**src/csr_pkg.sv**
```systemverilog
/*
  Register block definitions
  AXI4-Lite request and response bundles, response codes,
  register word indexes and the control word sent to the buffer
*/
`default_nettype none

package csr_pkg;

  // ------------------------------
  // AXI4-Lite bus
  // ------------------------------

  localparam int axil_addr_w = 4;
  localparam int axil_data_w = 32;

  typedef enum logic [1:0] {
    OKAY   = 2'b00,
    SLVERR = 2'b10
  } resp_e;

  // Master to slave
  typedef struct packed {
    logic                   aw_valid;
    logic [axil_addr_w-1:0] aw_addr;
    logic                   w_valid;
    logic [axil_data_w-1:0] w_data;
    logic                   b_ready;
    logic                   ar_valid;
    logic [axil_addr_w-1:0] ar_addr;
    logic                   r_ready;
  } axil_req_t;

  // Slave to master
  typedef struct packed {
    logic                   aw_ready;
    logic                   w_ready;
    logic                   b_valid;
    resp_e                  b_resp;
    logic                   ar_ready;
    logic                   r_valid;
    logic [axil_data_w-1:0] r_data;
    resp_e                  r_resp;
  } axil_rsp_t;

  // Handshake phases, one FSM for writes and one for reads
  typedef enum logic [1:0] {
    AXIL_IDLE,
    AXIL_ACCEPT,
    AXIL_RESP
  } axil_state_e;

  // ------------------------------
  // Register map
  // ------------------------------

  // Word index, taken from address bits 3:2
  typedef enum logic [1:0] {
    REG_CTRL   = 2'd0,
    REG_THRESH = 2'd1,
    REG_STATUS = 2'd2
  } reg_e;

  // Flush is a single-cycle pulse
  typedef struct packed {
    logic enable;
    logic flush;
    logic irq_en;
  } ctrl_t;

endpackage

`default_nettype wire

```
**src/buffer_csr.sv**
```systemverilog
/*
  Buffer register block
  AXI4-Lite slave with control, threshold and status words.
  Drives the control bundle and the almost-full interrupt.
*/
`default_nettype none

module buffer_csr #(
  parameter int ADDR_W = 10
) (
  input  logic               rclk,
  input  logic               arst_n,
  input  csr_pkg::axil_req_t axil_req,
  output csr_pkg::axil_rsp_t axil_rsp,
  input  logic [ADDR_W:0]    level,
  output csr_pkg::ctrl_t     ctrl,
  output logic               irq
);

  localparam int LVL_W  = ADDR_W + 1;
  localparam int DATA_W = csr_pkg::axil_data_w;
  localparam logic [LVL_W-1:0] DEPTH = {1'b1, {ADDR_W{1'b0}}};

  // Highest legal byte address, the STATUS word
  localparam logic [csr_pkg::axil_addr_w-1:0] ADDR_MAX = 8;

  csr_pkg::axil_state_e wr_state;
  csr_pkg::axil_state_e rd_state;
  csr_pkg::ctrl_t       ctrl_q;
  logic [LVL_W-1:0]     thresh;
  csr_pkg::reg_e        wr_idx;
  csr_pkg::reg_e        rd_idx;
  logic                 wr_take;
  logic                 rd_take;
  logic                 wr_err;
  logic                 rd_err;
  csr_pkg::resp_e       b_resp_q;
  csr_pkg::resp_e       r_resp_q;
  logic [DATA_W-1:0]    r_data_q;
  logic [DATA_W-1:0]    rd_mux;
  logic [DATA_W-1:0]    status;
  logic                 empty;
  logic                 full;
  logic                 almost_full;

  // ------------------------------
  // Address decode
  // ------------------------------
  assign wr_idx = csr_pkg::reg_e'(axil_req.aw_addr[3:2]);
  assign rd_idx = csr_pkg::reg_e'(axil_req.ar_addr[3:2]);

  // STATUS is read-only
  assign wr_err = (axil_req.aw_addr > ADDR_MAX) | (wr_idx == csr_pkg::REG_STATUS);
  assign rd_err = (axil_req.ar_addr > ADDR_MAX);

  assign wr_take = (wr_state == csr_pkg::AXIL_ACCEPT) & axil_req.aw_valid & axil_req.w_valid;
  assign rd_take = (rd_state == csr_pkg::AXIL_ACCEPT) & axil_req.ar_valid;

  // ------------------------------
  // Write channel FSM
  // ------------------------------
  always_ff @(posedge rclk or negedge arst_n) begin
    if (!arst_n) begin
      wr_state <= csr_pkg::AXIL_IDLE;
    end else begin
      case (wr_state)
        csr_pkg::AXIL_IDLE: begin
          if (axil_req.aw_valid && axil_req.w_valid) begin
            wr_state <= csr_pkg::AXIL_ACCEPT;
          end
        end
        csr_pkg::AXIL_ACCEPT: begin
          wr_state <= wr_take ? csr_pkg::AXIL_RESP : csr_pkg::AXIL_IDLE;
        end
        csr_pkg::AXIL_RESP: begin
          if (axil_req.b_ready) begin
            wr_state <= csr_pkg::AXIL_IDLE;
          end
        end
        default: wr_state <= csr_pkg::AXIL_IDLE;
      endcase
    end
  end

  // ------------------------------
  // Read channel FSM
  // ------------------------------
  always_ff @(posedge rclk or negedge arst_n) begin
    if (!arst_n) begin
      rd_state <= csr_pkg::AXIL_IDLE;
    end else begin
      case (rd_state)
        csr_pkg::AXIL_IDLE: begin
          if (axil_req.ar_valid) begin
            rd_state <= csr_pkg::AXIL_ACCEPT;
          end
        end
        csr_pkg::AXIL_ACCEPT: begin
          rd_state <= rd_take ? csr_pkg::AXIL_RESP : csr_pkg::AXIL_IDLE;
        end
        csr_pkg::AXIL_RESP: begin
          if (axil_req.r_ready) begin
            rd_state <= csr_pkg::AXIL_IDLE;
          end
        end
        default: rd_state <= csr_pkg::AXIL_IDLE;
      endcase
    end
  end

  // ------------------------------
  // Control and threshold
  // ------------------------------

  // Threshold resets above depth so almost_full starts low
  always_ff @(posedge rclk or negedge arst_n) begin
    if (!arst_n) begin
      ctrl_q <= '0;
      thresh <= '1;
    end else begin
      ctrl_q.flush <= 1'b0;
      if (wr_take && !wr_err) begin
        case (wr_idx)
          csr_pkg::REG_CTRL: begin
            ctrl_q.enable <= axil_req.w_data[0];
            ctrl_q.flush  <= axil_req.w_data[1];
            ctrl_q.irq_en <= axil_req.w_data[2];
          end
          csr_pkg::REG_THRESH: thresh <= axil_req.w_data[LVL_W-1:0];
          default: ;
        endcase
      end
    end
  end

  assign ctrl = ctrl_q;

  // ------------------------------
  // Status and readback
  // ------------------------------
  assign empty       = (level == '0);
  assign full        = (level == DEPTH);
  assign almost_full = (level >= thresh);

  always_comb begin
    status             = '0;
    status[LVL_W-1:0]  = level;
    status[16]         = empty;
    status[17]         = full;
    status[18]         = almost_full;
  end

  // Flush always reads back as 0
  always_comb begin
    case (rd_idx)
      csr_pkg::REG_CTRL:   rd_mux = {29'b0, ctrl_q.irq_en, 1'b0, ctrl_q.enable};
      csr_pkg::REG_THRESH: rd_mux = DATA_W'(thresh);
      csr_pkg::REG_STATUS: rd_mux = status;
      default:             rd_mux = '0;
    endcase
  end

  // Response payload
  always_ff @(posedge rclk) begin
    if (wr_take) begin
      b_resp_q <= wr_err ? csr_pkg::SLVERR : csr_pkg::OKAY;
    end
    if (rd_take) begin
      r_resp_q <= rd_err ? csr_pkg::SLVERR : csr_pkg::OKAY;
      r_data_q <= rd_err ? '0 : rd_mux;
    end
  end

  always_comb begin
    axil_rsp          = '0;
    axil_rsp.aw_ready = (wr_state == csr_pkg::AXIL_ACCEPT);
    axil_rsp.w_ready  = (wr_state == csr_pkg::AXIL_ACCEPT);
    axil_rsp.b_valid  = (wr_state == csr_pkg::AXIL_RESP);
    axil_rsp.b_resp   = b_resp_q;
    axil_rsp.ar_ready = (rd_state == csr_pkg::AXIL_ACCEPT);
    axil_rsp.r_valid  = (rd_state == csr_pkg::AXIL_RESP);
    axil_rsp.r_data   = r_data_q;
    axil_rsp.r_resp   = r_resp_q;
  end

  // ------------------------------
  // Interrupt
  // ------------------------------
  always_ff @(posedge rclk or negedge arst_n) begin
    if (!arst_n) begin
      irq <= 1'b0;
    end else begin
      irq <= ctrl_q.irq_en & almost_full;
    end
  end

endmodule

`default_nettype wire

```
**config.mk**
```make
export PLATFORM = sky130hd
export DESIGN_NAME = buffer_csr
export DESIGN_NICKNAME = d
export VERILOG_FILES = /design/src/csr_pkg.sv /design/src/buffer_csr.sv
export SDC_FILE = /design/constraint.sdc
export NUM_CORES = 1
export LEC_CHECK = 0
export ABC_AREA = 1
export BUFFER_PORTS_ARGS = -buffer_cell sky130_fd_sc_hd__clkbuf_2
export CORE_ASPECT_RATIO = 1.75
export CORE_MARGIN = 2
export CORE_UTILIZATION = 40
export DETAILED_ROUTE_END_ITERATION = 6
export PLACE_DENSITY = 0.72
export SLEW_MARGIN = 20
export SYNTH_ARGS = -nofsm -noshare
export SYNTH_HDL_FRONTEND = slang
export SYNTH_SLANG_ARGS = --single-unit
```
**constraint.sdc**
```tcl
create_clock -name rclk -period 2.6 [get_ports rclk]
set_clock_uncertainty 0.05 [all_clocks]
set_input_delay 0.52 -clock rclk [delete_from_list [all_inputs] [get_ports rclk]]
set_output_delay 0.52 -clock rclk [all_outputs]
set_load 0.01 [all_outputs]
```
Word level (Yosys, flattened, before mapping)
Index checks and enable logic that the tools add are counted.
W data, S select, Z words.
{"block": "totals", "ff_bits": 55, "input_bits": 58, "out_inout_bits": 45, "word_cells": 56}
{"block": "classes", "n_mux": 13, "magnitude_cmp": 3, "n_eq_ne": 13, "bitwise_logic": 5, "n_reduce_logical": 12}
{"op": "$pmux W19 S3", "n": 1}
{"op": "$mux W2", "n": 10}
{"op": "$pmux W2 S3", "n": 2}
{"op": "$eq A11 B11 Y1 const B", "n": 1}
{"op": "$ge A11 B11 Y1", "n": 1}
{"op": "$logic_not A11 Y1", "n": 1}
{"op": "$eq A2 B1 Y1 const B", "n": 4}
{"op": "$eq A2 B2 Y1 const B", "n": 4}
{"op": "$gt A4 B4 Y1 const B", "n": 2}
{"op": "$logic_not A2 Y1", "n": 4}
{"op": "$ne A2 B2 Y1 const B", "n": 4}
{"op": "$reduce_and A2 Y1", "n": 4}
{"op": "$and A1 B1 Y1", "n": 4}
{"op": "$logic_and A1 B1 Y1", "n": 2}
{"op": "$logic_not A1 Y1", "n": 1}
{"op": "$or A1 B1 Y1", "n": 1}

Longest topological paths before layout
{"block": "logic_depth", "ltp_word": 5, "depth_mapped": 10, "depth_no_buf": 10}

Worst setup path after synthesis
OpenSTA, ideal clock, no wires.
{"block": "synth_path", "path_kind": "register to register", "from": "register thresh[10]", "to": "register r_data_q[18], data pin", "synth_period_minus_slack_ns": 1.600, "t_arrival_ns": 1.295, "setup_time_ns": 0.255, "required_time_ns": 2.295, "setup_slack_ns": 1.000, "stages_incl_launch_ff": 9, "path_cell_list": "dfstp_2 -> inv_1 -> ha_1 -> nand2_1 -> inv_1 -> a21oi_1 -> nand2_1 -> nor2_1 -> nor2_1"}
{"block": "synth_via", "elab_chain_len": 2}
{"element": "from (decl)", "line_no": "buffer_csr.sv:30", "source": "logic [LVL_W-1:0] thresh;"}
{"element": "from (signal assigned)", "line_no": "buffer_csr.sv:129", "source": "csr_pkg::REG_THRESH: thresh <= axil_req.w_data[LVL_W-1:0];"}
{"element": "$ge A11 B11 Y1", "line_no": "buffer_csr.sv:143", "source": "assign almost_full = (level >= thresh);"}
{"element": "$pmux W19 S3", "line_no": "buffer_csr.sv:155", "source": "case (rd_idx)"}
{"element": "to (signal assigned)", "line_no": "buffer_csr.sv:170", "source": "r_data_q <= rd_err ? '0 : rd_mux;"}
{"element": "to (decl)", "line_no": "buffer_csr.sv:39", "source": "logic [DATA_W-1:0] r_data_q;"}
No other way between the ends.
A chain may end at the register's enable or synchronous reset.

Worst setup path in the final report
{"block": "layout_path", "from": "register thresh[6]", "to": "register r_data_q[18], data pin"}
The elaborated chain is that of the path after synthesis.

==> out/metrics.sh <==
TRITONCTS='built'
TIMING.SETUP.CRITICAL_PATH_CLASS='flop to flop'
MIN_PERIOD_OVER_PERIOD_PCT=68.0
PORT_BUFFERS=59
DETAIL_ROUTE.FIRST_PASS.ITERATIONS=4
AREA_OF_PLACED_INSTANCES_MM2=0.00227
DIE_HEIGHT_UM=98.0
DRTITER0DRC=24
WORST_PIN_SLEW_NS=0.544
SYNTH.YOSYS.SEQ_AREA_SHARE_PCT=48.0
SYNTH_TOP_CELL_AREA_SHARE_PCT=23.8
YOSYS.CELL_TYPES.COUNT=31
END_KIND='flop'
CRITPATHCAPTURE='r_data_q[18]$_SDFFCE_PP0P_'
POST_ROUTE_ANT_NETS=0
CRIT_START='thresh[6]$_DFFE_PN1P_'
GLOBALPLACE.CONGESTION=0.782
FINAL_CORE_OCC_PCT=48.4
DETAIL_ROUTED_VIA_COUNT_PER_CELL=4.67
AREA_DELTA_SYNTH_FINAL_PCT=18.2
YOSYS_WARNINGS=0
YS_TOP_CELLS_BY_AREA='sky130_fd_sc_hd__edfxtp_1 24%, sky130_fd_sc_hd__dfstp_2 14%, sky130_fd_sc_hd__dfrtp_1 9.9%'
CTS_SETUP_BUFFERS=0
CP_DATA_REQUIRED_TIME_NS=2.59
POSTSYNTH.ASYNCRESETSHARE_PCT=54.3
CRITICAL_PATH.MAX_FANOUT=3
YS_DOMINANT_REG_CELL='sky130_fd_sc_hd__edfxtp_1'
OUTCOME='finished clean'
CTS-HOLD-FIX-BUFFERS=0
WORST-R2R-CELL-COUNT=10
WORST_SKEW_PAIR.LATE_LATENCY_NS=0.28
POST_SYN_AREA_MM2=0.00202
POSTLAYOUTCELLAREA_MM2=0.00239
SLEW_HEADROOM_PCT=63.7
LARGEST_NET_DEGREE_AT_THE_START_OF_GLOBAL_ROUTING=23
NUM_VIAS=1574
POWERDENSITY_mW_PER_MM2=632
FIRST_GLOBAL_VIAS=1529
CTS_SINK_CNT=35
OVERALL_GLOBAL_ROUTING_USAGE_PCT=14.2
LAYOUT_MIN_CYCLE_TIME_NS=1.77
ANTENNA_FOUND_INITIAL=0
FINAL_NUMBER_OF_MAX_TRANSITION_VIOLATIONS=0
SETUP_VIOL=0
RSZ_0062_RAISED_AFTER_GLOBAL_ROUTING='no'
WORST-R2R-SETUP-SLACK_NS=0.83
VDD_IR_DROP_MAX_uV=398
DRIVE_GT1_SHARE_PCT=34.3
NNETSFINAL=351
CRITICAL_PATH.STARTPOINT_TYPE='flop'
ROUTED_WIRE_LENGTH_PER_INSTANCE_UM=10.8
GRT_PASS1_WL_UM=6250
MAX-CLOCK-PATH-BUFFERS=2
SYN-MEAN-INSTANCE-AREA_UM2=9.14
PLACE.DETAILED.INSTANCES=329
CORE-AREA_MM2=0.00493
INITIAL_CORE_UTIL_PCT=40.9
I_O_PIN_CNT=103
NETLIST_INSTANCES=221
MAX_FREQ_MHz=566
R2R-END='r_data_q[18]$_SDFFCE_PP0P_'
FP.DIEAREA_MM2=0.00566
WORST_R2R_STARTPOINT='thresh[6]$_DFFE_PN1P_'
DRC=0
MAXCAPVIOLCOUNT=0
TIMING.FINAL.HOLD_VIOLATIONS=0
ROUTE.FINAL.WIRE_LENGTH_UM=3640
CTS_RESIZES=0
FINALHOLDWORSTSLACK_NS=0.122
CRITICAL_PATH_ARRIVAL_NS=1.75
CTS-BUFFERS-INSERTED=5
FIN_SETUP_TNS_NS=0
DIE_W_UM=57.7
FINAL_CELLS=337
CTS.ROOT.BUFFER_CELL='sky130_fd_sc_hd__clkbuf_8'
GRT-OVFL-TOTAL=0
DIODES=0
DP_WORST_SETUP_SLACK_NS=0.730
LEAKAGEPOWER_nW=1.30
DETAILED_PLACE_HPWL_UM=3080
COUNT_OF_FLIP_FLOPS_WITH_A_BUILT_IN_ENABLE_AFTER_SYNTHESIS=16
ROW_CNT=34
SETUP_SLACK_NS=0.833
SYNTH_TOP_CELL_BY_AREA='sky130_fd_sc_hd__edfxtp_1'
CTS_MAX_LEVEL=2
FINAL_TOTAL_PWR_mW=1.51
CTS.CLK_SLEW.WORST_PATHS_NS=0.07
YS_SEQ_ELEMENTS=35
WORSTHOLDPATHTYPE='primary input to async pin'
-- worst min-delay path by stage --
| stage | to | slack (ns) | cells after the start |
|---|---|---|---|
| 2_1_floorplan | ctrl[0]$_DFFE_PN0P_ | 0.17 | 0 |
| 4_1_cts | wr_state[0]$_DFFE_PN0P_ | 0.13 | 1 |
| 3_5_place_dp | rd_state[0]$_DFFE_PN0P_ | 0.42 | 1 |
| 5_1_grt | wr_state[0]$_DFFE_PN0P_ | 0.15 | 1 |
| 3_3_place_gp | rd_state[0]$_DFFE_PN0P_ | 0.41 | 1 |
| 6_report | wr_state[0]$_DFFE_PN0P_ | 0.12 | 1 |
-- layout make-up --
class	count	area, µm²
Clock buffer	6	82.6
Tap cell	54	67.6
Multi-Input combinational cell	141	788
Fill cell	488	2550
Timing Repair Buffer	59	295
Clock inverter	2	35.0
Sequential cell	35	970
Inverter	40	150
-- critical path, cell delays in order, from the launching register on --
cell	delay, ns
sky130_fd_sc_hd__dfstp_2	0.51
sky130_fd_sc_hd__inv_1	0.07
sky130_fd_sc_hd__ha_1	0.30
sky130_fd_sc_hd__nand2_1	0.09
sky130_fd_sc_hd__inv_1	0.05
sky130_fd_sc_hd__nand2_1	0.06
sky130_fd_sc_hd__nand2_1	0.07
sky130_fd_sc_hd__nand2_1	0.06
sky130_fd_sc_hd__nand2_1	0.05
sky130_fd_sc_hd__nor2_1	0.16
sky130_fd_sc_hd__nor2_1	0.06
-- registers in the layout (all words and copies together), names as in the netlist --
register / cells
rd_state: 2
r_resp_q: 1
irq: 1
r_data_q: 14
thresh: 11
wr_state: 2
b_resp_q: 1
ctrl: 3
-- placed cells by master, fill, tap and decap left out, types with 3 or more instances in the layout --
master                     instances
sky130_fd_sc_hd__nand3_1           6
sky130_fd_sc_hd__a21oi_2           9
sky130_fd_sc_hd__clkbuf_8          6
sky130_fd_sc_hd__nor2_1           23
sky130_fd_sc_hd__o21ai_0           9
sky130_fd_sc_hd__clkbuf_2         59
sky130_fd_sc_hd__inv_1            39
sky130_fd_sc_hd__a21oi_1           3
sky130_fd_sc_hd__dfrtp_1           8
sky130_fd_sc_hd__nand2_1          33
sky130_fd_sc_hd__conb_1           20
sky130_fd_sc_hd__nor3_1            5
sky130_fd_sc_hd__dfstp_2          11
sky130_fd_sc_hd__edfxtp_1         16
sky130_fd_sc_hd__o22ai_1           6
sky130_fd_sc_hd__ha_1             11
-- synthesized netlist by cell type (2+ instances only) --
cell	number
sky130_fd_sc_hd__inv_1	39
sky130_fd_sc_hd__nand2_1	33
sky130_fd_sc_hd__nor2_1	23
sky130_fd_sc_hd__buf_4	21
sky130_fd_sc_hd__edfxtp_1	16
sky130_fd_sc_hd__dfstp_2	11
sky130_fd_sc_hd__ha_1	11
sky130_fd_sc_hd__a21oi_2	9
sky130_fd_sc_hd__o21ai_0	9
sky130_fd_sc_hd__dfrtp_1	8
sky130_fd_sc_hd__nand3_1	6
sky130_fd_sc_hd__o22ai_1	6
sky130_fd_sc_hd__nor3_1	5
sky130_fd_sc_hd__a21oi_1	3
sky130_fd_sc_hd__buf_6	2
sky130_fd_sc_hd__nand3b_1	2
sky130_fd_sc_hd__nand4_1	2
sky130_fd_sc_hd__o21ai_2	2
-- report_power, final --
part           internal [mW]  switching, mW
logic                  0.121          0.199
clock network          0.310          0.187
registers              0.669         0.0233
-- per-layer routing --
layer	track usage, %	part of all wire, %	up-vias
met1	13.2	33	699
met5	0	0	-
met3	3.05	7.2	13
met2	26.7	56	72
met4	8.77	3.6	0
li1	-	-	790
-- cells by family after synthesis --
logic type / Yosys count / share of synthesized area, %
AND/OR/NAND/NOR: 80 / 18.5
buffers and inverters: 64 / 16.5
flip-flops: 35 / 48.0
AO/OA/AOI/OAI: 30 / 9.97
adder cells (fa/ha/maj): 11 / 6.81
other: 1 / 0.186
No activity file was read; power rests on OpenSTA's default activity.
