==> src/buffer_pkg.sv <==
/*
  Byte buffer datapath definitions
  Byte width and the stream beat that the buffer ports carry
*/
`default_nettype none

package buffer_pkg;

  // ------------------------------
  // Datapath width
  // ------------------------------

  // One byte per beat, same as the RAM word
  localparam int data_w = 8;

  // ------------------------------
  // Stream beat
  // ------------------------------

  // Valid qualifies data, and ready travels as its own wire
  // Data holds while valid is high until the beat transfers
  typedef struct packed {
    logic              valid;
    logic [data_w-1:0] data;
  } stream_t;

  // Level width is ADDR_W + 1 so that a completely full buffer can be told
  // apart from an empty one. It depends on the module parameter and is
  // derived in each module.

endpackage

`default_nettype wire

==> src/csr_pkg.sv <==
/*
  Register block definitions
  AXI4-Lite request and response bundles, response codes,
  register word indexes and the control word sent to the buffer
*/
`default_nettype none

package csr_pkg;

  // ------------------------------
  // AXI4-Lite bus
  // ------------------------------

  localparam int axil_addr_w = 4;
  localparam int axil_data_w = 32;

  typedef enum logic [1:0] {
    OKAY   = 2'b00,
    SLVERR = 2'b10
  } resp_e;

  // Master to slave
  typedef struct packed {
    logic                   aw_valid;
    logic [axil_addr_w-1:0] aw_addr;
    logic                   w_valid;
    logic [axil_data_w-1:0] w_data;
    logic                   b_ready;
    logic                   ar_valid;
    logic [axil_addr_w-1:0] ar_addr;
    logic                   r_ready;
  } axil_req_t;

  // Slave to master
  typedef struct packed {
    logic                   aw_ready;
    logic                   w_ready;
    logic                   b_valid;
    resp_e                  b_resp;
    logic                   ar_ready;
    logic                   r_valid;
    logic [axil_data_w-1:0] r_data;
    resp_e                  r_resp;
  } axil_rsp_t;

  // Handshake phases, one FSM for writes and one for reads
  typedef enum logic [1:0] {
    AXIL_IDLE,
    AXIL_ACCEPT,
    AXIL_RESP
  } axil_state_e;

  // ------------------------------
  // Register map
  // ------------------------------

  // Word index, taken from address bits 3:2
  typedef enum logic [1:0] {
    REG_CTRL   = 2'd0,
    REG_THRESH = 2'd1,
    REG_STATUS = 2'd2
  } reg_e;

  // Flush is a single-cycle pulse
  typedef struct packed {
    logic enable;
    logic flush;
    logic irq_en;
  } ctrl_t;

endpackage

`default_nettype wire

==> src/stream_fifo_ctrl.sv <==
/*
  Stream buffer controller
  Write and read pointers, fill level, RAM prefetch and the
  output holding stage. Flush clears all of it in one cycle.
*/
`default_nettype none

module stream_fifo_ctrl #(
  parameter int ADDR_W = 10
) (
  input  logic                          rclk,
  input  logic                          arst_n,
  input  csr_pkg::ctrl_t                ctrl,
  input  buffer_pkg::stream_t           s_in,
  output logic                          s_ready,
  output buffer_pkg::stream_t           m_out,
  input  logic                          m_ready,
  output logic [ADDR_W:0]               level,
  output logic                          ram_wen,
  output logic [ADDR_W-1:0]             ram_waddr,
  output logic [buffer_pkg::data_w-1:0] ram_wdata,
  output logic                          ram_ren,
  output logic [ADDR_W-1:0]             ram_raddr,
  input  logic [buffer_pkg::data_w-1:0] ram_rdata
);

  localparam int LVL_W = ADDR_W + 1;
  localparam logic [LVL_W-1:0] DEPTH = {1'b1, {ADDR_W{1'b0}}};

  // EMPTY  nothing held, RAM read register free
  // FETCH  nothing held, fetched byte sits in the RAM read register
  // HOLD   byte held on m_out, pf_valid marks a second byte waiting
  typedef enum logic [1:0] {
    OUT_EMPTY,
    OUT_FETCH,
    OUT_HOLD
  } out_state_e;

  // Pointers carry one extra bit so that unread = wr_ptr - rd_ptr
  logic [LVL_W-1:0]              wr_ptr;
  logic [LVL_W-1:0]              rd_ptr;
  logic [LVL_W-1:0]              unread;
  out_state_e                    out_state;
  out_state_e                    out_state_nxt;
  logic                          pf_valid;
  logic                          pf_valid_nxt;
  logic [buffer_pkg::data_w-1:0] out_data;
  logic                          wr_fire;
  logic                          rd_fire;
  logic                          rdreg_full;
  logic                          load;

  // ------------------------------
  // Handshakes
  // ------------------------------

  // Hold input off during a flush so no byte is taken and then dropped
  assign s_ready = ctrl.enable & ~ctrl.flush & (level != DEPTH);
  assign wr_fire = s_in.valid & s_ready;
  assign rd_fire = m_out.valid & m_ready;

  assign m_out.valid = (out_state == OUT_HOLD);
  assign m_out.data  = out_data;

  // ------------------------------
  // RAM access
  // ------------------------------
  assign unread     = wr_ptr - rd_ptr;
  assign rdreg_full = (out_state == OUT_FETCH) | pf_valid;

  // Move the parked byte when the stage is free or draining
  assign load = rdreg_full & ((out_state != OUT_HOLD) | m_ready);

  // New read only if the read register is free or being emptied
  assign ram_ren   = (unread != '0) & (~rdreg_full | load);
  assign ram_raddr = rd_ptr[ADDR_W-1:0];

  assign ram_wen   = wr_fire;
  assign ram_waddr = wr_ptr[ADDR_W-1:0];
  assign ram_wdata = s_in.data;

  // ------------------------------
  // Output stage next state
  // ------------------------------
  always_comb begin
    out_state_nxt = out_state;
    pf_valid_nxt  = pf_valid;
    if (load) begin
      out_state_nxt = OUT_HOLD;
      pf_valid_nxt  = ram_ren;
    end else if (out_state == OUT_HOLD) begin
      if (m_ready) begin
        // Held byte leaves with nothing parked behind it
        out_state_nxt = ram_ren ? OUT_FETCH : OUT_EMPTY;
        pf_valid_nxt  = 1'b0;
      end else begin
        pf_valid_nxt = pf_valid | ram_ren;
      end
    end else begin
      out_state_nxt = ram_ren ? OUT_FETCH : OUT_EMPTY;
      pf_valid_nxt  = 1'b0;
    end
  end

  // ------------------------------
  // Control state
  // ------------------------------
  always_ff @(posedge rclk or negedge arst_n) begin
    if (!arst_n) begin
      wr_ptr    <= '0;
      rd_ptr    <= '0;
      level     <= '0;
      out_state <= OUT_EMPTY;
      pf_valid  <= 1'b0;
    end else if (ctrl.flush) begin
      wr_ptr    <= '0;
      rd_ptr    <= '0;
      level     <= '0;
      out_state <= OUT_EMPTY;
      pf_valid  <= 1'b0;
    end else begin
      if (wr_fire) begin
        wr_ptr <= wr_ptr + 1'b1;
      end
      if (ram_ren) begin
        rd_ptr <= rd_ptr + 1'b1;
      end
      // Level covers RAM, parked and held bytes
      case ({wr_fire, rd_fire})
        2'b10:   level <= level + 1'b1;
        2'b01:   level <= level - 1'b1;
        default: level <= level;
      endcase
      out_state <= out_state_nxt;
      pf_valid  <= pf_valid_nxt;
    end
  end

  // Output byte register
  always_ff @(posedge rclk) begin
    if (load) begin
      out_data <= ram_rdata;
    end
  end

endmodule

`default_nettype wire

==> config.mk <==
export PLATFORM = sky130hd
export DESIGN_NAME = stream_fifo_ctrl
export DESIGN_NICKNAME = d
export VERILOG_FILES = /design/src/buffer_pkg.sv /design/src/csr_pkg.sv /design/src/stream_fifo_ctrl.sv
export SDC_FILE = /design/constraint.sdc
export NUM_CORES = 1
export LEC_CHECK = 0
export BUFFER_PORTS_ARGS = -buffer_cell sky130_fd_sc_hd__buf_2
export CAP_MARGIN = 40
export CORE_MARGIN = 1.5
export CORE_UTILIZATION = 43
export DETAILED_ROUTE_END_ITERATION = 6
export GPL_TIMING_DRIVEN = 0
export PLACE_DENSITY_LB_ADDON = 0.25
export RECOVER_POWER = 25
export SYNTH_ARGS = -nofsm -noshare
export SYNTH_HDL_FRONTEND = slang
export SYNTH_SLANG_ARGS = --single-unit
==> constraint.sdc <==
create_clock -name rclk -period 4.28 [get_ports rclk]
set_clock_uncertainty 0.05 [all_clocks]
set_input_delay 0.428 -clock rclk [delete_from_list [all_inputs] [get_ports rclk]]
set_output_delay 0.428 -clock rclk [all_outputs]
set_load 0.03 [all_outputs]
# Word-level counts from Yosys, hierarchy flattened
# Index checks and enable logic that the tools add are counted.
# word_totals
regBits	44
input_bits	23
out_inout_bits	51
elab_cells	49
# op_classes
n_addsub	5
n_eq_ne	7
n_mux	15
n_bitwise	12
reduce_logical	4
# ops
operator	n
two-way mux 11 bit	5
adder 11 x 1 -> 11 bit, second input constant	3
case mux 11 bit (2 select lines)	1
inequality test 11 bit, second input constant	1
nonzero test 11 bit	1
subtractor 11 x 1 -> 11 bit, second input constant	1
subtractor 11 bit	1
two-way mux 2 bit	4
bitwise AND 1 bit	6
two-way mux 1 bit	5
== test 2 x 1 -> 1 bit, second input constant	2
== test 2 bit, second input constant	2
inequality test 4 x 2 -> 1 bit, second input constant	1
bitwise OR 1 bit	4
nonzero test 2 bit	2
nonzero test 3 bit	1
inequality test 2 bit, second input constant	1
inverter 1 bit	2

# Depth between registers and ports, before layout
# Gate-level depths: netlist (run 1).
# logic_depth
word_depth	10
ltp_mapped	15
depth_no_buf	14

# Worst setup path after synthesis (run 1)
# No wires, ideal clock.
# synth_path
path_type	register -> register
startpoint	register level[10]
endpoint	register level[10]
setup_time_ns	0.132
arrival_time_ns	4.091
slack_ns	0.007
path_stages_with_launch	16
n_path_buf	1
synth_period_minus_slack_ns	4.273
path_cell_list	dfrtp_1 nor4b_1 a311oi_1 and2_1 buf_2 or2_2 inv_1 fa_1 a21o_1 a21o_1 a21oi_1 o21ai_0 a211oi_1 mux2i_1 xnor2_1 nor2_1
# synth_via
elab_chain_cells	6
elab_cells_between_ends	10
cone_classes	2 x add/sub; 3 x eq/ne; 2 x mux; 2 x bitwise; 1 x reduce/logical
# synth_rtl
item	line_no	source
start: declaration	stream_fifo_ctrl.sv:18	output logic [ADDR_W:0] level,
start signal: assignment	stream_fifo_ctrl.sv:130	2'b10: level <= level + 1'b1;
start signal: assignment	stream_fifo_ctrl.sv:131	2'b01: level <= level - 1'b1;
start signal: assignment	stream_fifo_ctrl.sv:132	default: level <= level;
inequality test 11 bit (*)	stream_fifo_ctrl.sv:58	assign s_ready = ctrl.enable & ~ctrl.flush & (level != DEPTH);
bitwise AND 1 bit (*)	stream_fifo_ctrl.sv:58	
named net s_ready	stream_fifo_ctrl.sv:15	output logic s_ready,
bitwise AND 1 bit (*)	stream_fifo_ctrl.sv:59	assign wr_fire = s_in.valid & s_ready;
named net ram_wen	stream_fifo_ctrl.sv:19	output logic ram_wen,
== test 2 x 1 -> 1 bit / == test 2 bit (equally long branches)	stream_fifo_ctrl.sv:129	case ({wr_fire, rd_fire})
case mux 11 bit (2 select lines)	stream_fifo_ctrl.sv:129	
two-way mux 11 bit	stream_fifo_ctrl.sv:115	end else if (ctrl.flush) begin
# The timed path passes the listed nets; every way through them passes the cells marked *.
# A chain may end at the register's enable or synchronous reset.

# Final worst setup path (run 1)
# layout_path
startpoint	register level[1]
endpoint	register level[10]
# layout_via
elab_chain_cells	6
elab_cells_between_ends	10
cone_classes	2 x add/sub; 3 x eq/ne; 2 x mux; 2 x bitwise; 1 x reduce/logical
# layout_rtl
item	line_no
inequality test 11 bit	stream_fifo_ctrl.sv:58
bitwise AND 1 bit	stream_fifo_ctrl.sv:58
bitwise AND 1 bit	stream_fifo_ctrl.sv:59
== test 2 x 1 -> 1 bit / == test 2 bit (equally long branches)	stream_fifo_ctrl.sv:129
case mux 11 bit (2 select lines)	stream_fifo_ctrl.sv:129
two-way mux 11 bit	stream_fifo_ctrl.sv:115
# Several ways; a longest one is shown, not always the timed one.

==> results of run 1 <==
[power by group through the flow]
stage	combinational, mW	sequential [mW]	clock, mW
finish	0.470	0.538	0.319
global route	0.516	0.549	0.342
CTS	0.474	0.539	0.329
detailed placement	0.473	0.546	0
global placement	0.462	0.544	0
floorplan	0.273	0.622	0
[logic make-up (layout without fill, tap and decap cells)]
| group | after synthesis | count (layout) | share of synthesized area |
|---|---|---|---|
| muxes | 11 | 11 | 0.0442 |
| xor gates and xnor gates | 19 | 19 | 0.0535 |
| adders and majority gates | 22 | 22 | 0.0909 |
| AOI/OAI and AO/OA | 65 | 65 | 0.138 |
| buffers and inverters | 55 | 129 | 0.107 |
| DFF | 44 | 44 | 0.367 |
| and+or+nand+nor | 119 | 119 | 0.200 |
[metrics by stage]
step / util / power [mW] / hold slack, ns
floorplan: - / 0.895 / 0.0824
global placement: 0.514 / 1.01 / 0.480
detailed placement: 0.517 / 1.02 / 0.299
CTS: 0.534 / 1.34 / 0.243
global route: 0.532 / 1.41 / 0.242
finish: 0.532 / 1.33 / 0.253
[cells in the final DEF (no fill, tap or decap), types with 8 or more instances in the layout]
| master | instances |
|---|---|
| buf_4 | 28 |
| edfxtp_1 | 8 |
| ha_1 | 21 |
| nand2b_1 | 8 |
| nand3_1 | 9 |
| inv_1 | 17 |
| a21oi_1 | 20 |
| xnor2_1 | 8 |
| nand2_1 | 23 |
| buf_2 | 65 |
| xor2_1 | 11 |
| nor2_1 | 32 |
| dfrtp_1 | 36 |
| o21ai_0 | 11 |
[sequential cells by signal, summed over array words and instances, names as in the netlist]
signal,cells
level,11
rd_ptr,11
wr_ptr,11
out_data,8
out_state,2
pf_valid,1
[critical path, cell delays in order, from the launching register on]
cell and delay (ns):
dfrtp_1 0.45, nor4_1 0.41, a311oi_1 0.17, and2_1 0.20
buf_2 0.17, or2_2 0.35, clkinvlp_4 0.20, ha_1 0.30
a21o_1 0.19, a21o_1 0.20, a21oi_1 0.20, o21ai_0 0.15
a211oi_1 0.33, mux2i_1 0.27, xnor2_1 0.14, nor2_1 0.05
[final timing paths]
| path | start | end | slack, ns | depth (start not counted) |
|---|---|---|---|---|
| setup / recovery | level[1] | level[10] | 0.34 | 15 |
| hold / removal | ram_rdata[6] | out_data[6] | 0.25 | 1 |
| setup reg to reg | level[1] | level[10] | 0.34 | 15 |
| hold reg to reg | level[2] | level[2] | 0.50 | 2 |
| max in group asynchronous | arst_n | out_state[0] | 1.87 | 3 |
| min in group asynchronous | arst_n | wr_ptr[4] | 0.64 | 2 |
[routing by layer]
| layer | track usage | up-vias |
|---|---|---|
| met4 | 0.0483 | 0 |
| li1 | - | 1295 |
| met3 | 0.0311 | 7 |
| met2 | 0.308 | 78 |
| met1 | 0.231 | 1244 |
| met5 | 0 | - |
[repair_timing]
item	4_1_cts	5_1_grt
buffers inserted	0	0
hold buffers	1	0
setup endpoints to repair	0	1
resized for setup	0	1
endpoints found under the hold margin	12	0
[cell type report]
type / instances / area, um^2
Fill cell: 655 / 3230
Multi-Input combinational cell: 236 / 1640
Sequential cell: 44 / 1140
Timing Repair Buffer: 66 / 333
Buffer: 37 / 265
Tap cell: 96 / 120
Clock buffer: 6 / 72.6
Inverter: 18 / 71.3
Clock inverter: 2 / 35.0
==> flow_summary_export.csv, run 1 <==
group,metric,value,unit
drt,viasPerCell,5.20,
yosys,yosysWarningCount,0,
pwr,combPwrFrac,0.354,
clocking,clkSinkCount,44,
critical_path,required,4.41,ns
yosys,yosys.area.top_type,"dfrtp_1",
timing,fin_ws,0.341,ns
clocking,numCtsBuffers,5,
pwr,clockPowerShare,0.240,
critical_path,cp_max_fo,10,
global_route,antenna_found_initial,0,
yosys,async_flop_share,0.818,
timing,setup_violations,0,
placed_design,place.gp.congestion,0.861,
drt,routed_wl,6660,um
pwr,ir_worst_vdd,0.000207,V
placed_design,hpwl,5140,um
global_route,grt_pass1_wl,10800,um
floorplan,start_util,0.451,
yosys,synthTopCellsByArea,"dfrtp_1 29%, ha_1 8.4%, edfxtp_1 7.7%",
yosys,yosysTopAreaCellShare,0.290,
layout,final_cells,505,
timing,hold_viol,0,
drt,met1Wirelength,3040,um
yosys,syn-num-nets,380,
pwr,power_frac_seq,0.406,
global_route,grt_overflow,0,
yosys,synth.yosys.seq_area_share,0.367,
drt,vias,2624,
yosys,synth_top_flop_cell,"dfrtp_1",
timing,setup-tns-final,0,ns
timing,slew_headroom,0.107,
global_route,gr-usage-all-layers,0.179,
drt,wl_met3,264,um
placed_design,dp_cells,496,
clocking,cts_root_buf,"clkbuf_8",
yosys,syn_area_per_cell,9.29,um^2
yosys,ys_seq_elements,44,
placed_design,placed_area,3570,um^2
clocking,ctsHtreeMaxLevel,2,
layout,nNetsFinal,453,
drt,antenna_left,0,
clocking,cts_tree,"built",
drt,drtIter0Drc,111,
timing,rsz0062_at_grt,"no",
drt,drc_errors,0,
layout,final_area,3680,um^2
flow_run,cap_violations,0,
yosys,yosys-top-cells-count,"36 x dfrtp_1, 32 x nor2_1, 28 x buf_4",
timing,min_period_over_period,0.920,
yosys,synth.most_common_cell,"dfrtp_1",
drt,dr.pass1.iters,4,
outcome,outcome,"complete, no violations",
yosys,syn_area,3110,um^2
pwr,p_leak,1.87,nW
yosys,syn-instance-count,335,
floorplan,die_h,88.1,um
global_route,grt_max_degree,25,
drt,drt-wirelength-per-cell,13.2,um
yosys,synth.distinct_cells,55,
timing,finalMaxSlewViolations,0,
timing,layout_min_cycle_time,3.94,ns
yosys,synth_edf_count,8,
floorplan,io_pins,74,
floorplan,num_rows,30,
pwr,swShare,0.368,
layout,drive_above_1_share,0.298,
critical_path,worstSetupPathType,"reg2reg",
floorplan,core,6910,um^2
floorplan,chipWidth,88.1,um
placed_design,pre_cts_ws,0.220,ns
clocking,clkLatencyLatePin,0.30,ns
worst_hold_path,worstHoldPathType,"in2reg",
critical_path,crit_path_start_kind,"flip-flop",
clocking,clockBufferDepth,2,
drt,top_layer,"met4",
clocking,clk_pin_slew,0.09,ns
global_route,grt_pass1_vias,2384,
pwr,internal-power,0.838,mW
pwr,p_switching,0.488,mW
timing,max_freq,254,MHz
timing,worst_slew_pin_slew,1.34,ns
drt,dr_wl_met2,3260,um
critical_path,worstPathArrival,4.07,ns
placed_design,port_buffers,64,
layout,area_growth,18.1,%
pwr,powerDensity,361,nW/um^2
floorplan,dieArea,7760,um^2
critical_path,cp-end-kind,"flip-flop",
layout,n_antenna_cell,0,
Power figures use the tool's default switching activity.
==> run 2, diff against run 1 <==
GPL_TIMING_DRIVEN = default   (was 0)
==> run 2 against run 1 <==
Effect of this change:
- wire length up 0.36%
- via count shrank 6.9%
- combinational power fell by 4.7%
- worst setup slack gained 0.17 ns
- largest power group unchanged
- highest routed layer unchanged
==> flow_summary_export.csv, run 2 (synthesis results as in run 1) <==
group,metric,value,unit
drt,drtIter0Drc,77,
pwr,swShare,0.374,
drt,viasPerCell,5.29,
pwr,power,1.32,mW
global_route,grt_max_degree,41,
timing,worst_slew_pin_slew,1.15,ns
global_route,grt_pass1_vias,2319,
critical_path,crit_path_start_kind,"flip-flop",
layout,final_cell_mix,"55 x buf_2, 36 x dfrtp_1, 32 x nor2_1",
floorplan,dieArea,7760,um^2
timing,hold_viol,0,
layout,final_cells,462,
pwr,powerDensity,389,nW/um^2
placed_design,dp_cells,454,
clocking,numCtsBuffers,5,
clocking,cts_hold_repair.buffers,0,
layout,final-seq-area,1140,um^2
critical_path,worstSetupPathType,"reg2reg",
drt,dr.pass1.iters,4,
clocking,clk_pin_slew,0.09,ns
floorplan,io_pins,74,
critical_path,cp_max_fo,10,
pwr,internal-power,0.824,mW
worst_hold_path,worstHoldPathType,"in2async",
pwr,p_leak,1.68,nW
pwr,power_frac_seq,0.409,
timing,min_period_over_period,0.881,
floorplan,die_h,88.1,um
floorplan,chipWidth,88.1,um
placed_design,place.gp.congestion,0.881,
layout,top_regs,"level: 11 flops, rd_ptr: 11 flops, wr_ptr: 11 flops",
clocking,clkLatencyLatePin,0.30,ns
layout,post-route-util,0.490,
timing,max_freq,265,MHz
placed_design,port_buffers,56,
drt,drt-wirelength-per-cell,14.5,um
clocking,ctsHtreeMaxLevel,2,
flow_run,cap_violations,0,
pwr,ir_worst_vdd,0.000195,V
layout,final_common_cell,"buf_2",
timing,layout_min_cycle_time,3.77,ns
clocking,cts_resized,0,
floorplan,num_rows,30,
timing,finalMaxSlewViolations,0,
drt,drc_errors,0,
pwr,combPwrFrac,0.340,
drt,routed_wl,6680,um
global_route,gr-usage-all-layers,0.181,
clocking,cts_root_buf,"clkbuf_8",
placed_design,hpwl,4980,um
pwr,clockPowerShare,0.251,
critical_path,worstPathArrival,3.90,ns
timing,setup-tns-final,0,ns
timing,rsz0062_at_grt,"no",
timing,slew_headroom,0.231,
floorplan,core,6910,um^2
outcome,outcome,"complete, no violations",
global_route,grt_overflow,0,
layout,area_growth,8.73,%
floorplan,start_util,0.451,
clocking,clockBufferDepth,2,
clocking,clkSinkCount,44,
global_route,antenna_found_initial,0,
global_route,grt_pass1_wl,10900,um
critical_path,cp-end-kind,"flip-flop",
drt,vias,2442,
layout,nNetsFinal,410,
critical_path,required,4.41,ns
pwr,p_switching,0.493,mW
layout,multi_input_area,1640,um^2
layout,n_antenna_cell,0,
layout,fill_cells,690,
clocking,post-cts-setup-buffers,0,
timing,setup_violations,0,
drt,antenna_left,0,
layout,drive_above_1_share,0.227,
clocking,cts_tree,"built",
[run 2: changes by cell type in the layout (fill, tap and decap cells not counted), sizes merged]
cell and delta:
buf -36, clkbuf -7, clkinv +1, clkinvlp -1, dlygate4sd3 -1, inv +1
[run 2: routing by layer]
layer  vias up  GRT usage  wire, um
met4         0     0.0497        59
met3         5     0.0283       229
met5         -          0         0
met2        57      0.305      3240
met1      1165      0.243      3160
li1       1215          -         -
[run 2: worst max-delay path: stages, from the launching register on]
cell and delay (ns):
dfrtp_1 0.46, nor4_1 0.42, a311oi_1 0.18, and2_1 0.30, or2_2 0.36, inv_1 0.14
ha_1 0.28, a21o_1 0.19, a21o_1 0.19, a21oi_1 0.18, o21ai_0 0.17, a211oi_1 0.29
mux2i_1 0.25, xnor2_1 0.13, nor2_1 0.05
[run 2: final cells by class]
class,count,area share
flip-flops and latches,44,0.337
clock buffers,5,0.0203
repair buffers,60,0.0902
clock inverters,3,0.0126
inverters,18,0.0200
well taps,96,0.0355
multi-input cells,236,0.484
[run 2: path summary, 6_finish.rpt]
| check | slack (ns) | start | depth (start not counted) | endpoint |
|---|---|---|---|---|
| max reg2reg | 0.51 | level[0] | 14 | level[10] |
| min in group rclk | 0.25 | ram_rdata[2] | 1 | out_data[2] |
| min | 0.18 | arst_n | 1 | wr_ptr[5] |
| min reg2reg | 0.51 | level[4] | 2 | level[4] |
| max | 0.51 | level[0] | 14 | level[10] |
| max in group asynchronous | 2.44 | arst_n | 2 | pf_valid |
[run 2: through the flow]
step | area, um^2 | worst slack [ns] | hold slack, ns
final | 3380 | 0.510 | 0.180
after global routing | 3380 | 0.183 | 0.232
after detailed placement | 3300 | 0.508 | 0.353
after CTS | 3410 | 0.486 | 0.0133
after floorplan | 3110 | 0.00669 | 0.0824
after global placement | 3270 | 0.587 | 0.477
[run 2: power by group through the flow]
stage | logic (mW) | registers, mW | clock network, mW
after floorplan | 0.273 | 0.622 | 0
after global placement | 0.437 | 0.545 | 0
after detailed placement | 0.452 | 0.547 | 0
after CTS | 0.454 | 0.539 | 0.342
after global routing | 0.491 | 0.549 | 0.352
final | 0.448 | 0.538 | 0.330
==> run 3, diff against run 2 <==
ABC_AREA = 1   (was default)
GPL_TIMING_DRIVEN = 0   (was default)
SETUP_SLACK_MARGIN = 0.1   (was default)
==> run 3 against run 2 <==
Effect of this change:
- the flow now finishes with violations (max-capacitance violations, max-slew violations)
- die area up 13%
- hold slack better by 0.064 ns
- via count up 32%
- total power up 0.45%
- maximum frequency up 17%
- wire length up 22%
- final cell count up 41%
- synthesized area up 14%
- global-route usage up 1.7 points
- sequential power down 5.8%
==> flow_summary_export.csv, run 3 <==
group,metric,value,unit
drt,vias,3231,
floorplan,chipWidth,93.7,um
timing,min_period_over_period,0.755,
drt,routed_wl,8120,um
outcome,outcome,"finished with violations",
layout,final_cell_mix,"114 x nand2_1, 80 x inv_1, 63 x buf_2",
drt,drt-wirelength-per-cell,12.4,um
global_route,grt_pass1_vias,3074,
floorplan,dieArea,8790,um^2
yosys,syn_area,3540,um^2
placed_design,place.gp.congestion,0.895,
yosys,async_flop_share,0.818,
yosys,synth.yosys.seq_area_share,0.322,
yosys,synth.distinct_cells,39,
critical_path,crit_path_start_kind,"flip-flop",
worst_hold_path,worstHoldPathType,"in2reg",
timing,slew_headroom,-0.311,
yosys,synthTopCellsByArea,"dfrtp_1 25%, nand2_1 12%, inv_1 8.5%",
yosys,yosysTopAreaCellShare,0.255,
clocking,ctsHtreeMaxLevel,2,
clocking,cts_hold_repair.buffers,0,
yosys,syn-num-nets,525,
drt,antenna_left,0,
flow_run,cap_violations,1,
clocking,clkLatencyLatePin,0.31,ns
global_route,antenna_found_initial,0,
floorplan,start_util,0.451,
clocking,cts_root_buf,"clkbuf_8",
clocking,clkSinkCount,44,
outcome,violations,"max-capacitance violations, max-slew violations",
timing,max_freq,309,MHz
pwr,powerDensity,323,nW/um^2
critical_path,cp-end-kind,"flip-flop",
yosys,syn_area_per_cell,7.37,um^2
layout,drive_above_1_share,0.238,
critical_path,slowest_delay,0.46,ns
layout,fill_cells,818,
timing,rsz0062_at_grt,"no",
global_route,gr-usage-all-layers,0.198,
critical_path,crit_family,"simple AND/OR/NAND/NOR gates",
drt,drc_errors,0,
yosys,yosys-top-cells-count,"114 x nand2_1, 80 x inv_1, 36 x dfrtp_1",
clocking,clockBufferDepth,2,
critical_path,cp_slowest_cell,"dfrtp_1",
critical_path,required,4.44,ns
yosys,ys_seq_elements,44,
layout,final_common_cell,"nand2_1",
floorplan,die_h,93.7,um
global_route,grt_pass1_wl,13900,um
global_route,grt_overflow,0,
floorplan,core,7850,um^2
clocking,cts_resized,0,
placed_design,hpwl,6270,um
layout,n_antenna_cell,0,
critical_path,cp_max_fo,10,
critical_path,crit_path_frequent_cell,"nor2_1",
clocking,clk_pin_slew,0.10,ns
critical_path,worstPathArrival,3.39,ns
critical_path,worstSetupPathType,"reg2reg",
critical_path,cp_num_buf_inv,2,
floorplan,num_rows,32,
timing,hold_viol,0,
timing,setup_violations,0,
drt,viasPerCell,4.95,
yosys,yosys.area.top_type,"dfrtp_1",
drt,dr.pass1.iters,4,
critical_path,cp_cell_sequence,"inv_1, nand4_1, nor2_1, nand2_1, nand4_2, nand2_1, inv_1, ha_1, a21oi_1, o21ai_0, a21oi_1, nor2_1, nor2_1, xor2_1, o21ai_1",
yosys,syn-instance-count,480,
pwr,p_leak,2.21,nW
layout,nNetsFinal,595,
timing,worst_slew_pin_slew,1.97,ns
clocking,cts_tree,"built",
layout,area_growth,15.7,%
yosys,synth.most_common_cell,"nand2_1",
global_route,grt_max_degree,37,
clocking,numCtsBuffers,5,
timing,setup-tns-final,0,ns
yosys,synth_top_flop_cell,"dfrtp_1",
layout,post-route-util,0.522,
clocking,post-cts-setup-buffers,0,
drt,drtIter0Drc,128,
timing,finalMaxSlewViolations,37,
yosys,synth_edf_count,8,
pwr,power,1.32,mW
timing,layout_min_cycle_time,3.23,ns
yosys,yosysWarningCount,0,
floorplan,io_pins,74,
pwr,ir_worst_vdd,0.000222,V
layout,top_regs,"level: 11 flops, rd_ptr: 11 flops, wr_ptr: 11 flops",
placed_design,port_buffers,63,
[run 3: cell types whose count changed in the layout (fill, tap and decap cells not counted), moves of 6 or more]
cell,change
a22o_1,-6
buf_2,+8
buf_4,+27
inv_1,+62
nand2_1,+91
nand2b_1,-8
nand3_1,+17
nand3_2,+12
nand4_1,+13
[run 3: logic make-up after synthesis]
group | share of synthesized area
AO/OA/AOI/OAI | 0.0753
flip-flops | 0.322
buffers and inverters | 0.164
XOR/XNOR | 0.0495
AND/OR/NAND/NOR | 0.309
adder cells (fa/ha/maj) | 0.0799
[run 3: path summary, 6_finish.rpt]
path	startpoint	to	slack [ns]	depth (start not counted)
min in group asynchronous	arst_n	level[5]	0.60	1
max in group asynchronous	arst_n	wr_ptr[7]	2.43	1
hold reg to reg	level[9]	level[9]	0.50	2
setup / recovery	level[0]	level[8]	1.05	15
setup reg to reg	level[0]	level[8]	1.05	15
hold / removal	ram_rdata[2]	out_data[2]	0.24	1
[run 3: layout make-up]
cell class              count  area, um^2  area share
well taps                 102         128      0.0312
clock buffers               5        68.8      0.0168
multi-input cells         316        1820       0.444
inverters                  85         319      0.0779
flip-flops and latches     44        1140       0.279
repair buffers             63         314      0.0767
plain buffers              35         262      0.0638
clock inverters             3        46.3      0.0113
[run 3: metrics by stage]
step	setup WS [ns]	hold WS (ns)	cells	instance area (um^2)
final	1.05	0.244	653	4100
after global routing	0.820	0.230	653	4100
after CTS	1.10	0.194	653	4100
after detailed placement	1.11	0.476	645	3980
after global placement	1.16	0.475	645	3980
after floorplan	1.53	0.0824	480	3540
[run 3: power by group]
part           total (mW)  internal, mW  switching [mW]
Combinational       0.477         0.155           0.322
Clock               0.338         0.176           0.162
Sequential          0.507         0.477          0.0304
Total                1.32         0.808           0.515
[run 3: routing by layer]
layer / part of all wire / wire length (um) / track usage
met1: 0.47 / 3810 / 0.262
met2: 0.48 / 3900 / 0.338
met5: 0 / 0 / 0
met4: 0.012 / 95 / 0.0485
met3: 0.038 / 312 / 0.0324
